[config.mk]
export PLATFORM = sky130hd
export DESIGN_NAME = mem_ctrl_top
export DESIGN_NICKNAME = d
export VERILOG_FILES = /design/src/logic/mc_pkg.sv /design/src/logic/request_queue.sv /design/src/logic/refresh_timer.sv /design/src/logic/init_sequencer.sv /design/src/logic/cmd_scheduler.sv /design/src/logic/read_return.sv /design/src/logic/mem_ctrl_top.sv
export SDC_FILE = /design/constraint.sdc
export NUM_CORES = 1
export LEC_CHECK = 0
export ABC_AREA = 1
export BUFFER_PORTS_ARGS = -buffer_cell sky130_fd_sc_hd__buf_2
export CAP_MARGIN = 15
export CORE_UTILIZATION = 45
export CTS_BUF_LIST = sky130_fd_sc_hd__clkbuf_16
export DETAILED_ROUTE_END_ITERATION = 8
export GPL_ROUTABILITY_DRIVEN = 0
export PLACE_DENSITY_LB_ADDON = 0.25
export SLEW_MARGIN = 40
export SYNTH_ARGS = -nofsm -noshare
export SYNTH_HDL_FRONTEND = slang
export SYNTH_HIERARCHICAL = 1
export SYNTH_SLANG_ARGS = --single-unit
[constraint.sdc]
create_clock -name clk -period 11.1 [get_ports clk]
set_input_delay 1.665 -clock clk [delete_from_list [all_inputs] [get_ports clk]]
set_output_delay 1.665 -clock clk [all_outputs]
set_load 0.05 [all_outputs]
[src/logic/mc_pkg.sv]
/*
 * Shared widths, vector typedefs, DRAM command codes and
 * mode-register defaults of the memory controller
 */
`default_nettype none

package mc_pkg;

   // ****************************************
   // Address and data widths
   // ****************************************
   localparam int DRAM_BANKS = 8;
   localparam int BANK_W     = 3;
   localparam int ROW_W      = 14;
   localparam int COL_W      = 10;
   localparam int ADDR_W     = BANK_W + ROW_W + COL_W;   // Flat front-end address
   localparam int ID_W       = 8;
   localparam int BL         = 8;                        // Beats per burst
   localparam int DQ_W       = 8;
   localparam int DATA_W     = DQ_W * BL;                // One full burst
   localparam int DRAM_ADDR_W = 16;                      // Row, column or MRS value

   typedef logic [BANK_W-1:0]      bank_t;
   typedef logic [ROW_W-1:0]       row_t;
   typedef logic [COL_W-1:0]       col_t;
   typedef logic [ADDR_W-1:0]      addr_t;
   typedef logic [ID_W-1:0]        id_t;
   typedef logic [DATA_W-1:0]      data_t;
   typedef logic [DRAM_ADDR_W-1:0] dram_addr_t;

   // ****************************************
   // DRAM commands
   // ****************************************
   typedef logic [2:0] dram_cmd_t;

   localparam dram_cmd_t CMD_NOP = 3'd0;
   localparam dram_cmd_t CMD_ACT = 3'd1;
   localparam dram_cmd_t CMD_RD  = 3'd2;
   localparam dram_cmd_t CMD_WR  = 3'd3;
   localparam dram_cmd_t CMD_PRE = 3'd4;
   localparam dram_cmd_t CMD_REF = 3'd5;
   localparam dram_cmd_t CMD_MRS = 3'd6;

   // MR0..MR3, written in this order at power-up
   localparam dram_addr_t MRS_INIT [4] = '{16'h0520, 16'h0040, 16'h0000, 16'h0000};

endpackage

`default_nettype wire

[src/logic/request_queue.sv]
/*
 * Circular request FIFO between front end and scheduler, with stall
 */
`timescale 1ns/1ps
`default_nettype none

module request_queue #(
   parameter int DEPTH = 4
) (
   input  logic          clk,
   input  logic          rst_n_i,
   input  logic          req_i,
   input  logic          write_i,
   input  mc_pkg::addr_t addr_i,
   input  mc_pkg::id_t   id_i,
   input  mc_pkg::data_t wdata_i,
   input  logic          init_done_i,
   input  logic          pop_i,
   output logic          stall_o,
   output logic          head_valid_o,
   output logic          head_write_o,
   output mc_pkg::addr_t head_addr_o,
   output mc_pkg::id_t   head_id_o,
   output mc_pkg::data_t head_wdata_o
);

   localparam int PTR_W = (DEPTH > 1) ? $clog2(DEPTH) : 1;
   localparam int CNT_W = $clog2(DEPTH + 1);

   logic          write_mem [DEPTH];
   mc_pkg::addr_t addr_mem  [DEPTH];
   mc_pkg::id_t   id_mem    [DEPTH];
   mc_pkg::data_t wdata_mem [DEPTH];

   logic [PTR_W-1:0] wr_ptr_q, rd_ptr_q;
   logic [CNT_W-1:0] count_q;
   logic             push;

   assign stall_o      = (count_q == CNT_W'(DEPTH)) || !init_done_i;
   assign push         = req_i && !stall_o;
   assign head_valid_o = (count_q != '0);

   assign head_write_o = write_mem[rd_ptr_q];
   assign head_addr_o  = addr_mem[rd_ptr_q];
   assign head_id_o    = id_mem[rd_ptr_q];
   assign head_wdata_o = wdata_mem[rd_ptr_q];

   always_ff @(posedge clk) begin
      if (push) begin
         write_mem[wr_ptr_q] <= write_i;
         addr_mem[wr_ptr_q]  <= addr_i;
         id_mem[wr_ptr_q]    <= id_i;
         wdata_mem[wr_ptr_q] <= wdata_i;
      end
   end

   always_ff @(posedge clk or negedge rst_n_i) begin
      if (!rst_n_i) begin
         wr_ptr_q <= '0;
         rd_ptr_q <= '0;
         count_q  <= '0;
      end else begin
         if (push) wr_ptr_q <= (wr_ptr_q == PTR_W'(DEPTH-1)) ? '0 : wr_ptr_q + 1'b1;
         if (pop_i) rd_ptr_q <= (rd_ptr_q == PTR_W'(DEPTH-1)) ? '0 : rd_ptr_q + 1'b1;
         if (push && !pop_i) count_q <= count_q + 1'b1;
         else if (pop_i && !push) count_q <= count_q - 1'b1;
      end
   end

   // Scheduler only retires an entry it has seen at the head
   a_no_pop_empty : assert property (@(posedge clk) disable iff (!rst_n_i)
      pop_i |-> head_valid_o)
      else $error("request_queue: pop while empty");

endmodule

`default_nettype wire

[src/logic/refresh_timer.sv]
/*
 * Periodic refresh interval counter, four-phase request to scheduler
 */
`timescale 1ns/1ps
`default_nettype none

module refresh_timer #(
   parameter int AREFI_CYCLES = 2880
) (
   input  logic clk,
   input  logic rst_n_i,
   input  logic init_done_i,
   input  logic ref_ack_i,
   output logic ref_req_o
);

   localparam int CNT_W = $clog2(AREFI_CYCLES);

   logic [CNT_W-1:0] cnt_q;

   always_ff @(posedge clk or negedge rst_n_i) begin
      if (!rst_n_i) begin
         cnt_q     <= '0;
         ref_req_o <= 1'b0;
      end else if (init_done_i) begin
         if (ref_ack_i) ref_req_o <= 1'b0;        // Phase 2 seen, release request
         if (cnt_q == CNT_W'(AREFI_CYCLES-1)) begin
            // Hold at terminal count until the previous handshake is closed
            if (!ref_req_o && !ref_ack_i) begin
               ref_req_o <= 1'b1;
               cnt_q     <= '0;
            end
         end else begin
            cnt_q <= cnt_q + 1'b1;
         end
      end
   end

   a_ack_after_req : assert property (@(posedge clk) disable iff (!rst_n_i)
      $rose(ref_ack_i) |-> ref_req_o)
      else $error("refresh_timer: ack without request");

endmodule

`default_nettype wire

[src/logic/init_sequencer.sv]
/*
 * Power-up sequence: DRAM reset low and high phases, then MR0..MR3
 */
`timescale 1ns/1ps
`default_nettype none

module init_sequencer #(
   parameter int RESET_LOW_CYCLES  = 50000,
   parameter int RESET_HIGH_CYCLES = 65000
) (
   input  logic               clk,
   input  logic               rst_n_i,
   output logic               reset_m_n_o,
   output logic               init_cmd_valid_o,
   output mc_pkg::dram_addr_t init_addr_o,
   output logic               init_done_o
);

   localparam int LONGEST = (RESET_LOW_CYCLES > RESET_HIGH_CYCLES) ?
                            RESET_LOW_CYCLES : RESET_HIGH_CYCLES;
   localparam int CNT_W   = ($clog2(LONGEST) < 2) ? 2 : $clog2(LONGEST);

   typedef enum logic [1:0] {RST_LOW, RST_HIGH, MRS, DONE} init_state_t;

   init_state_t      state_q;
   logic [CNT_W-1:0] cnt_q;      // Phase timer, also MR index

   assign reset_m_n_o      = (state_q != RST_LOW);
   assign init_cmd_valid_o = (state_q == MRS);
   assign init_addr_o      = mc_pkg::MRS_INIT[cnt_q[1:0]];
   assign init_done_o      = (state_q == DONE);

   always_ff @(posedge clk or negedge rst_n_i) begin
      if (!rst_n_i) begin
         state_q <= RST_LOW;
         cnt_q   <= '0;
      end else begin
         cnt_q <= cnt_q + 1'b1;
         case (state_q)
            RST_LOW: if (cnt_q == CNT_W'(RESET_LOW_CYCLES-1)) begin
               state_q <= RST_HIGH;
               cnt_q   <= '0;
            end
            RST_HIGH: if (cnt_q == CNT_W'(RESET_HIGH_CYCLES-1)) begin
               state_q <= MRS;
               cnt_q   <= '0;
            end
            MRS: if (cnt_q == CNT_W'(3)) state_q <= DONE;   // Last MR written
            default: cnt_q <= cnt_q;                        // DONE, idle forever
         endcase
      end
   end

endmodule

`default_nettype wire

[src/logic/cmd_scheduler.sv]
/*
 * In-order DRAM command scheduler with open-row tracking per bank,
 * tRCD/tRP/tRAS/tRFC timers, refresh and init command issue
 */
`timescale 1ns/1ps
`default_nettype none

module cmd_scheduler #(
   parameter int T_RCD = 6,
   parameter int T_RP  = 6,
   parameter int T_RAS = 15,
   parameter int T_RFC = 44
) (
   input  logic               clk,
   input  logic               rst_n_i,
   input  logic               head_valid_i,
   input  logic               head_write_i,
   input  mc_pkg::addr_t      head_addr_i,
   input  mc_pkg::id_t        head_id_i,
   input  mc_pkg::data_t      head_wdata_i,
   input  logic               init_cmd_valid_i,
   input  mc_pkg::dram_addr_t init_addr_i,
   input  logic               init_done_i,
   input  logic               ref_req_i,
   output logic               pop_o,
   output logic               ref_ack_o,
   output logic               cmd_valid_o,
   output mc_pkg::dram_cmd_t  cmd_o,
   output mc_pkg::bank_t      bank_o,
   output mc_pkg::dram_addr_t addr_o,
   output mc_pkg::id_t        id_o,
   output mc_pkg::data_t      w_data_o
);

   localparam int NB      = mc_pkg::DRAM_BANKS;
   localparam int LONG1   = (T_RCD > T_RP) ? T_RCD : T_RP;
   localparam int LONGEST = (LONG1 > T_RFC) ? LONG1 : T_RFC;
   localparam int WAIT_W  = $clog2(LONGEST + 1);
   localparam int RAS_W   = $clog2(T_RAS + 1);

   typedef enum logic [2:0] {IDLE, PRE_ALL, REF_WAIT, ACT, CAS, PRE_ONE} sched_state_t;

   // ****************************************
   // Address split, bank bits on top
   // ****************************************
   mc_pkg::bank_t req_bank;
   mc_pkg::row_t  req_row;
   mc_pkg::col_t  req_col;

   assign req_bank = head_addr_i[mc_pkg::ADDR_W-1 -: mc_pkg::BANK_W];
   assign req_row  = head_addr_i[mc_pkg::COL_W +: mc_pkg::ROW_W];
   assign req_col  = head_addr_i[mc_pkg::COL_W-1:0];

   sched_state_t       state_q, state_d;
   logic [WAIT_W-1:0]  wait_q, wait_d;       // Global command gap
   logic [NB-1:0]      open_q;
   mc_pkg::row_t       open_row_q [NB];
   logic [RAS_W-1:0]   ras_cnt_q  [NB];
   logic               ref_ack_d;
   logic               any_open;
   mc_pkg::bank_t      pre_bank;             // Lowest open bank for refresh

   logic               issue;
   mc_pkg::dram_cmd_t  issue_cmd;
   mc_pkg::bank_t      issue_bank;
   mc_pkg::dram_addr_t issue_addr;

   assign any_open = |open_q;

   always_comb begin
      pre_bank = '0;
      for (int b = NB-1; b >= 0; b--) begin
         if (open_q[b]) pre_bank = mc_pkg::bank_t'(b);
      end
   end

   // ****************************************
   // Next state and command select
   // ****************************************
   always_comb begin
      state_d    = state_q;
      wait_d     = (wait_q != '0) ? wait_q - 1'b1 : '0;
      ref_ack_d  = ref_ack_o;
      pop_o      = 1'b0;
      issue      = 1'b0;
      issue_cmd  = mc_pkg::CMD_NOP;
      issue_bank = req_bank;
      issue_addr = mc_pkg::dram_addr_t'(req_col);
      if (wait_q == '0) begin
         case (state_q)
            IDLE: begin
               if (init_cmd_valid_i) begin
                  issue      = 1'b1;
                  issue_cmd  = mc_pkg::CMD_MRS;
                  issue_bank = '0;
                  issue_addr = init_addr_i;
               end else if (init_done_i && ref_req_i) begin
                  state_d = PRE_ALL;                 // Refresh wins between requests
               end else if (init_done_i && head_valid_i) begin
                  if (!open_q[req_bank]) state_d = ACT;
                  else if (open_row_q[req_bank] == req_row) state_d = CAS;   // Row hit
                  else state_d = PRE_ONE;
               end
            end
            PRE_ALL: begin
               if (!any_open) begin
                  issue     = 1'b1;
                  issue_cmd = mc_pkg::CMD_REF;
                  ref_ack_d = 1'b1;
                  wait_d    = WAIT_W'(T_RFC-1);
                  state_d   = REF_WAIT;
               end else if (ras_cnt_q[pre_bank] == '0) begin
                  issue      = 1'b1;
                  issue_cmd  = mc_pkg::CMD_PRE;
                  issue_bank = pre_bank;
                  wait_d     = WAIT_W'(T_RP-1);
               end
            end
            REF_WAIT: if (!ref_req_i) begin          // Close the handshake
               ref_ack_d = 1'b0;
               state_d   = IDLE;
            end
            PRE_ONE: if (ras_cnt_q[req_bank] == '0) begin
               issue     = 1'b1;
               issue_cmd = mc_pkg::CMD_PRE;
               wait_d    = WAIT_W'(T_RP-1);
               state_d   = ACT;
            end
            ACT: begin
               issue      = 1'b1;
               issue_cmd  = mc_pkg::CMD_ACT;
               issue_addr = mc_pkg::dram_addr_t'(req_row);
               wait_d     = WAIT_W'(T_RCD-1);
               state_d    = CAS;
            end
            CAS: begin
               issue     = 1'b1;
               issue_cmd = head_write_i ? mc_pkg::CMD_WR : mc_pkg::CMD_RD;
               pop_o     = 1'b1;
               state_d   = IDLE;
            end
            default: state_d = IDLE;
         endcase
      end
   end

   always_ff @(posedge clk or negedge rst_n_i) begin
      if (!rst_n_i) begin
         state_q     <= IDLE;
         wait_q      <= '0;
         ref_ack_o   <= 1'b0;
         open_q      <= '0;
         cmd_valid_o <= 1'b0;
         cmd_o       <= mc_pkg::CMD_NOP;
      end else begin
         state_q     <= state_d;
         wait_q      <= wait_d;
         ref_ack_o   <= ref_ack_d;
         cmd_valid_o <= issue;
         cmd_o       <= issue_cmd;
         if (issue && issue_cmd == mc_pkg::CMD_ACT) open_q[issue_bank] <= 1'b1;
         if (issue && issue_cmd == mc_pkg::CMD_PRE) open_q[issue_bank] <= 1'b0;
      end
   end

   // Minimum ACT to PRE time per bank
   always_ff @(posedge clk or negedge rst_n_i) begin
      if (!rst_n_i) begin
         ras_cnt_q <= '{default: '0};
      end else begin
         for (int b = 0; b < NB; b++) begin
            if (issue && issue_cmd == mc_pkg::CMD_ACT && issue_bank == mc_pkg::bank_t'(b))
               ras_cnt_q[b] <= RAS_W'(T_RAS-1);
            else if (ras_cnt_q[b] != '0)
               ras_cnt_q[b] <= ras_cnt_q[b] - 1'b1;
         end
      end
   end

   always_ff @(posedge clk) begin
      if (issue) begin
         bank_o   <= issue_bank;
         addr_o   <= issue_addr;
         id_o     <= head_id_i;
         w_data_o <= head_wdata_i;   // PHY takes write data with WR
      end
      if (issue && issue_cmd == mc_pkg::CMD_ACT) open_row_q[issue_bank] <= req_row;
   end

   a_cas_open_bank : assert property (@(posedge clk) disable iff (!rst_n_i)
      cmd_valid_o && (cmd_o == mc_pkg::CMD_RD || cmd_o == mc_pkg::CMD_WR) |-> open_q[bank_o])
      else $error("cmd_scheduler: CAS to a closed bank");

endmodule

`default_nettype wire

[src/logic/read_return.sv]
/*
 * Two-entry buffer for PHY read data toward the front end
 */
`timescale 1ns/1ps
`default_nettype none

module read_return (
   input  logic          clk,
   input  logic          rst_n_i,
   input  mc_pkg::data_t r_data_i,
   input  mc_pkg::id_t   r_id_i,
   input  logic          r_valid_i,
   input  logic          fe_grant_i,
   output logic          r_grant_o,
   output mc_pkg::data_t fe_rdata_o,
   output mc_pkg::id_t   fe_rid_o,
   output logic          fe_rvalid_o
);

   mc_pkg::data_t data_mem [2];
   mc_pkg::id_t   id_mem   [2];
   logic          wr_ptr_q, rd_ptr_q;
   logic [1:0]    count_q, count_d;
   logic          push, pop;

   assign push        = r_valid_i && r_grant_o;
   assign pop         = fe_rvalid_o && fe_grant_i;
   assign fe_rvalid_o = (count_q != 2'd0);
   assign fe_rdata_o  = data_mem[rd_ptr_q];
   assign fe_rid_o    = id_mem[rd_ptr_q];
   assign count_d     = count_q + {1'b0, push} - {1'b0, pop};

   always_ff @(posedge clk) begin
      if (push) begin
         data_mem[wr_ptr_q] <= r_data_i;
         id_mem[wr_ptr_q]   <= r_id_i;
      end
   end

   always_ff @(posedge clk or negedge rst_n_i) begin
      if (!rst_n_i) begin
         wr_ptr_q  <= 1'b0;
         rd_ptr_q  <= 1'b0;
         count_q   <= 2'd0;
         r_grant_o <= 1'b0;             // Opens one cycle out of reset
      end else begin
         if (push) wr_ptr_q <= ~wr_ptr_q;
         if (pop) rd_ptr_q <= ~rd_ptr_q;
         count_q   <= count_d;
         r_grant_o <= (count_d != 2'd2);   // Free entry next cycle
      end
   end

   // ****************************************
   // Front-end valid/grant rule
   // ****************************************
   a_hold_stable : assert property (@(posedge clk) disable iff (!rst_n_i)
      fe_rvalid_o && !fe_grant_i |=> fe_rvalid_o && $stable(fe_rdata_o) && $stable(fe_rid_o))
      else $error("read_return: output changed under back-pressure");

endmodule

`default_nettype wire

[src/logic/mem_ctrl_top.sv]
/*
 * Memory controller request path top level, joining the request
 * queue, init and refresh logic, scheduler and read-return buffer
 */
`timescale 1ns/1ps
`default_nettype none

module mem_ctrl_top #(
   parameter int QUEUE_DEPTH       = 4,
   parameter int AREFI_CYCLES      = 2880,
   parameter int T_RCD             = 6,
   parameter int T_RP              = 6,
   parameter int T_RAS             = 15,
   parameter int T_RFC             = 44,
   parameter int RESET_LOW_CYCLES  = 50000,
   parameter int RESET_HIGH_CYCLES = 65000
) (
   input  logic                   clk,
   input  logic                   rst_n_i,
   // Front-end request port
   input  logic                   fe_req_i,
   input  logic                   fe_write_i,
   input  mc_pkg::addr_t          fe_addr_i,
   input  mc_pkg::id_t            fe_id_i,
   input  mc_pkg::data_t          fe_wdata_i,
   output logic                   fe_stall_o,
   // Front-end read port
   output mc_pkg::data_t          fe_rdata_o,
   output mc_pkg::id_t            fe_rid_o,
   output logic                   fe_rvalid_o,
   input  logic                   fe_rgrant_i,
   // PHY command port
   output logic                   ctrl_valid_o,
   output mc_pkg::dram_cmd_t      ctrl_cmd_o,
   output mc_pkg::bank_t          ctrl_bank_o,
   output mc_pkg::dram_addr_t     ctrl_addr_o,
   output mc_pkg::id_t            ctrl_id_o,
   output mc_pkg::data_t          ctrl_w_data_o,
   // PHY read data
   input  mc_pkg::data_t          ctrl_r_data_i,
   input  mc_pkg::id_t            ctrl_r_id_i,
   input  logic                   ctrl_r_valid_i,
   output logic                   ctrl_r_grant_o,
   output logic                   reset_m_n_o      // DRAM RESET#
);

   // ****************************************
   // Internal links
   // ****************************************
   logic               head_valid;
   logic               head_write;
   mc_pkg::addr_t      head_addr;
   mc_pkg::id_t        head_id;
   mc_pkg::data_t      head_wdata;
   logic               pop;
   logic               ref_req;
   logic               ref_ack;
   logic               init_cmd_valid;
   mc_pkg::dram_addr_t init_addr;
   logic               init_done;

   request_queue #(.DEPTH(QUEUE_DEPTH)) u_queue (
      .clk(clk), .rst_n_i(rst_n_i),
      .req_i(fe_req_i), .write_i(fe_write_i), .addr_i(fe_addr_i),
      .id_i(fe_id_i), .wdata_i(fe_wdata_i), .init_done_i(init_done),
      .pop_i(pop), .stall_o(fe_stall_o),
      .head_valid_o(head_valid), .head_write_o(head_write), .head_addr_o(head_addr),
      .head_id_o(head_id), .head_wdata_o(head_wdata)
   );

   refresh_timer #(.AREFI_CYCLES(AREFI_CYCLES)) u_refresh (
      .clk(clk), .rst_n_i(rst_n_i), .init_done_i(init_done),
      .ref_ack_i(ref_ack), .ref_req_o(ref_req)
   );

   init_sequencer #(
      .RESET_LOW_CYCLES(RESET_LOW_CYCLES),
      .RESET_HIGH_CYCLES(RESET_HIGH_CYCLES)
   ) u_init (
      .clk(clk), .rst_n_i(rst_n_i), .reset_m_n_o(reset_m_n_o),
      .init_cmd_valid_o(init_cmd_valid), .init_addr_o(init_addr), .init_done_o(init_done)
   );

   cmd_scheduler #(.T_RCD(T_RCD), .T_RP(T_RP), .T_RAS(T_RAS), .T_RFC(T_RFC)) u_sched (
      .clk(clk), .rst_n_i(rst_n_i),
      .head_valid_i(head_valid), .head_write_i(head_write), .head_addr_i(head_addr),
      .head_id_i(head_id), .head_wdata_i(head_wdata),
      .init_cmd_valid_i(init_cmd_valid), .init_addr_i(init_addr), .init_done_i(init_done),
      .ref_req_i(ref_req), .pop_o(pop), .ref_ack_o(ref_ack),
      .cmd_valid_o(ctrl_valid_o), .cmd_o(ctrl_cmd_o), .bank_o(ctrl_bank_o),
      .addr_o(ctrl_addr_o), .id_o(ctrl_id_o), .w_data_o(ctrl_w_data_o)
   );

   read_return u_rret (
      .clk(clk), .rst_n_i(rst_n_i),
      .r_data_i(ctrl_r_data_i), .r_id_i(ctrl_r_id_i), .r_valid_i(ctrl_r_valid_i),
      .fe_grant_i(fe_rgrant_i), .r_grant_o(ctrl_r_grant_o),
      .fe_rdata_o(fe_rdata_o), .fe_rid_o(fe_rid_o), .fe_rvalid_o(fe_rvalid_o)
   );

endmodule

`default_nettype wire

==> impl_metrics.env <==
export IMPL_synth_largest_area_cell="sky130_fd_sc_hd__edfxtp_1"
export IMPL_vdd_ir_drop_max_mv=0.141
export IMPL_floorplan_initialDensity_pct=45.8
export IMPL_dieArea_sq_um=77500
export IMPL_worst_setup_path_start_kind="flop"
export IMPL_min_path_cells=2
export IMPL_grt_max_degree=91
export IMPL_master_cell_of_the_clock_root_buffer="sky130_fd_sc_hd__clkbuf_16"
export IMPL_worstHoldEndpoint="u_sched/wait_q[4]"
export IMPL_finish_utilization_pct=53.0
export IMPL_gr_usage_all_layers_pct=20.3
export IMPL_number_of_rows_created_at_floorplan=100
export IMPL_r2r_start="u_queue/rd_ptr_q[0]"
export IMPL_most_common_layout_cells="sky130_fd_sc_hd__edfxtp_1 (747), sky130_fd_sc_hd__nand2_1 (511), sky130_fd_sc_hd__nor2_1 (467)"
export IMPL_die_w_um=278
export IMPL_finalHoldViolCount=0
export IMPL_synth_area_leaders="sky130_fd_sc_hd__edfxtp_1 (65%), sky130_fd_sc_hd__dfrtp_1 (7.1%), sky130_fd_sc_hd__nand2_1 (5.6%)"
export IMPL_postCtsHoldBufs=0
export IMPL_timing_worst_slew_pin_value_ns=0.822
export IMPL_synth_top_area_share_pct=65.2
export IMPL_timing_slew_headroom_pct=44.8
export IMPL_setup_total_negative_slack_ns=0
export IMPL_sequential_share_of_the_synthesized_area_pct=72.3
export IMPL_cp_arrival_ns=5.47
export IMPL_register_area_sq_um=24900
export IMPL_dr_drc_count=0
export IMPL_floorplan_die_height_um=278
export IMPL_cpPeakStageDelay_ns=0.76
export IMPL_path_cells="inv_6, o21ai_0, o21ai_4, buf_4, clkinv_2, a21oi_1, o21ai_0, nand3_1, nand3_1, nand2_1, inv_1, nand3_1, o31ai_1, inv_4, buf_6"
export IMPL_finish_cell_count_without_fillers=4229
export IMPL_synthesis_area_sq_um=34400
export IMPL_ctsResizeCount=0
export IMPL_crit_reg2reg_capture="u_sched/w_data_o[49]"
export IMPL_final_layout_size_suffix_gt1_share_pct=18.2
export IMPL_first_global_vias=22300
export IMPL_synthesis_yosys_warnings=6
export IMPL_sinks_on_the_clock_net=844
export IMPL_run_status="finished clean"
export IMPL_layout_cells_most_common="sky130_fd_sc_hd__edfxtp_1"
export IMPL_final_routed_wirelength_mm=79.3
export IMPL_final_worst_clock_skew_ns=0.0264
export IMPL_viasPerCell=5.24
export IMPL_met3_usage_pct=6.07
export IMPL_clock_tree_htree_level_count=3
export IMPL_dr_first_iter_drc_count=1791
export IMPL_drt_wirelength_per_cell_um=18.8
export IMPL_multi_input_area_sq_um=8290
export IMPL_critPathCaptureType="flop"
export IMPL_synth_cell_types=56
export IMPL_number_of_antenna_violations_at_the_first_check_in_global_routing=26
export IMPL_leakage_nw=15.4
export IMPL_synth_seq_cells=844
export IMPL_clock_tree_from_tritoncts="yes"
export IMPL_crit_fanout=70
export IMPL_timing_critical_path_slowest_stage_cell="sky130_fd_sc_hd__clkinv_2"
export IMPL_power_density_normalized_to_cell_area_nw_per_um2=187
export IMPL_placedCellCount=4059
export IMPL_final_cell_area_sq_um=39800
export IMPL_timing_hold_worst_start="u_sched/wait_q[5]"
export IMPL_timing_max_transition_violations_final=0
export IMPL_fmaxAchievable_mhz=192
export IMPL_clk_insertion_delay_late_ns=0.64
export IMPL_number_of_max_capacitance_violations_reported=0
export IMPL_grt_pass1_wl_mm=122
export IMPL_tritoncts_num_buffers=89
export IMPL_finalSetupViolations=0
export IMPL_globalRouteMet1Util_pct=24.3
export IMPL_detailroute_via_count=22200
export IMPL_met2_usage_pct=34.5
export IMPL_rr_worst_depth=15
export IMPL_detailed_place_hpwl_mm=49.9
export IMPL_postSynthCellCount=2826
export IMPL_area_growth_synth_to_final_pct=15.7
export IMPL_worst_path_class_setup="reg -> reg"
export IMPL_timing_reg2reg_setup_slack_ns=5.88
export IMPL_min_path_type="reg -> reg"
export IMPL_postRouteAntennaNets=0
export IMPL_detail_route_first_pass_iterations=5
export IMPL_place_port_buffers=347
export IMPL_syn_avg_cell_area_sq_um=12.2
export IMPL_count_of_boundary_i_o_pins=348
export IMPL_critPathMostFrequentCell="sky130_fd_sc_hd__nand3_1"
export IMPL_placement_cell_area_sq_um=37000
export IMPL_grt_remaining_overflow=0
export IMPL_final_period_minus_worst_setup_slack_ns=5.22
export IMPL_finalNetCount=3394
export IMPL_final_period_utilization_pct=47.0
export IMPL_fillCellCount=6304
export IMPL_design_core_area_sq_um=75100
export IMPL_gr_max_usage_layer="met2"
export IMPL_clk_path_buf_depth=3
export IMPL_cp_data_required_time_ns=11.35
export IMPL_cts_post_setup_buffers_inserted=0
export IMPL_path_clk_slew_ns=0.06
export IMPL_rsz0062_at_grt="false"
-- how the worst max path moves through the flow --
stage                        startpoint                endpoint  slack [ns]
finish              u_queue/rd_ptr_q[0]    u_sched/w_data_o[49]        5.88
global route        u_queue/rd_ptr_q[0]    u_sched/w_data_o[49]        5.51
CTS                 u_queue/rd_ptr_q[0]    u_sched/w_data_o[49]        5.66
detailed placement  u_queue/rd_ptr_q[0]    u_sched/w_data_o[26]        5.69
global placement    u_queue/rd_ptr_q[0]     u_sched/w_data_o[1]        5.78
floorplan                      fe_req_i  u_queue/addr_mem[0][0]        4.48
-- cell usage after synthesis (all sizes together) --
cell and instances:
conb 1, or2 3, fa 1, clkbuf 51, o31ai 1, nand4 23, nor3 15, nand3b 3
a21boi 2, a21oi 44, o211ai 11, a21o 1, o21bai 1, o22ai 18, xnor2 3, a31oi 4
nor2 486, a32o 5, nand3 62, a22o 3, o21ai 411, ha 34, o221ai 7, o2111ai 2
edfxtp 747, nor4 3, clkinv 3, inv 138, dfrtp 97, buf 83, nand2 528, xor2 35
-- state kept, by name, summed over array words and instances (netlist names), 6 cells and up --
name,count
u_queue/wdata_mem,256
u_rret/data_mem,128
u_sched/open_row_q,112
u_queue/addr_mem,108
u_sched/w_data_o,64
u_queue/id_mem,32
u_sched/ras_cnt_q,32
u_init/cnt_q,16
u_rret/id_mem,16
u_sched/addr_o,16
u_refresh/cnt_q,12
u_sched/id_o,8
u_sched/open_q,8
u_sched/wait_q,6
-- through the flow --
step	hold slack [ns]	setup slack (ns)	total power [W]
floorplan	0.459	4.48	0.00448
global placement	0.471	5.78	0.00473
detailed placement	0.503	5.69	0.00475
CTS	0.517	5.66	0.00752
global route	0.541	5.51	0.00770
finish	0.511	5.88	0.00745
-- cell type report --
| cell class | instances | area share, % |
|---|---|---|
| clock inverters | 70 | 1.14 |
| multi-input cells | 1718 | 20.8 |
| clock buffers | 91 | 5.73 |
| repair buffers | 388 | 5.29 |
| inverters | 141 | 1.37 |
| diodes | 8 | 0.0503 |
| flip-flops and latches | 844 | 62.5 |
| well taps | 969 | 3.05 |
-- logic make-up (layout without fill, tap and decap cells) --
family                   Yosys count  in the layout  synth area share, %
AND/OR/NAND/NOR                 1123           1123                 13.5
other                              1             20               0.0109
adder cells (fa/ha/maj)           35             35                 1.30
flip-flops                       844            844                 72.3
XOR/XNOR                          38             38                0.968
buffers and inverters            275            690                 3.92
AO/OA/AOI/OAI                    510            510                 8.00
-- power by group --
part,total [W],switching (W),internal (W)
Clock,0.00277,0.00119,0.00158
Sequential,0.00362,0.0000299,0.00359
Combinational,0.00106,0.000864,0.000197
-- routing by layer --
metal	wire [um]	part of all wire, %
met2	39300	50
met1	31400	40
met4	2210	2.8
met5	222	0.28
met3	6210	7.8
-- critical path, delay by kind of cell, from the launching register on --
kind | cells | cell delay [ns]
compound gates | 5 | 0.86
buf+inv | 6 | 2.77
flops | 1 | 0.65
simple gates | 4 | 0.43
Note: power is estimated with default switching activity, not from simulation.
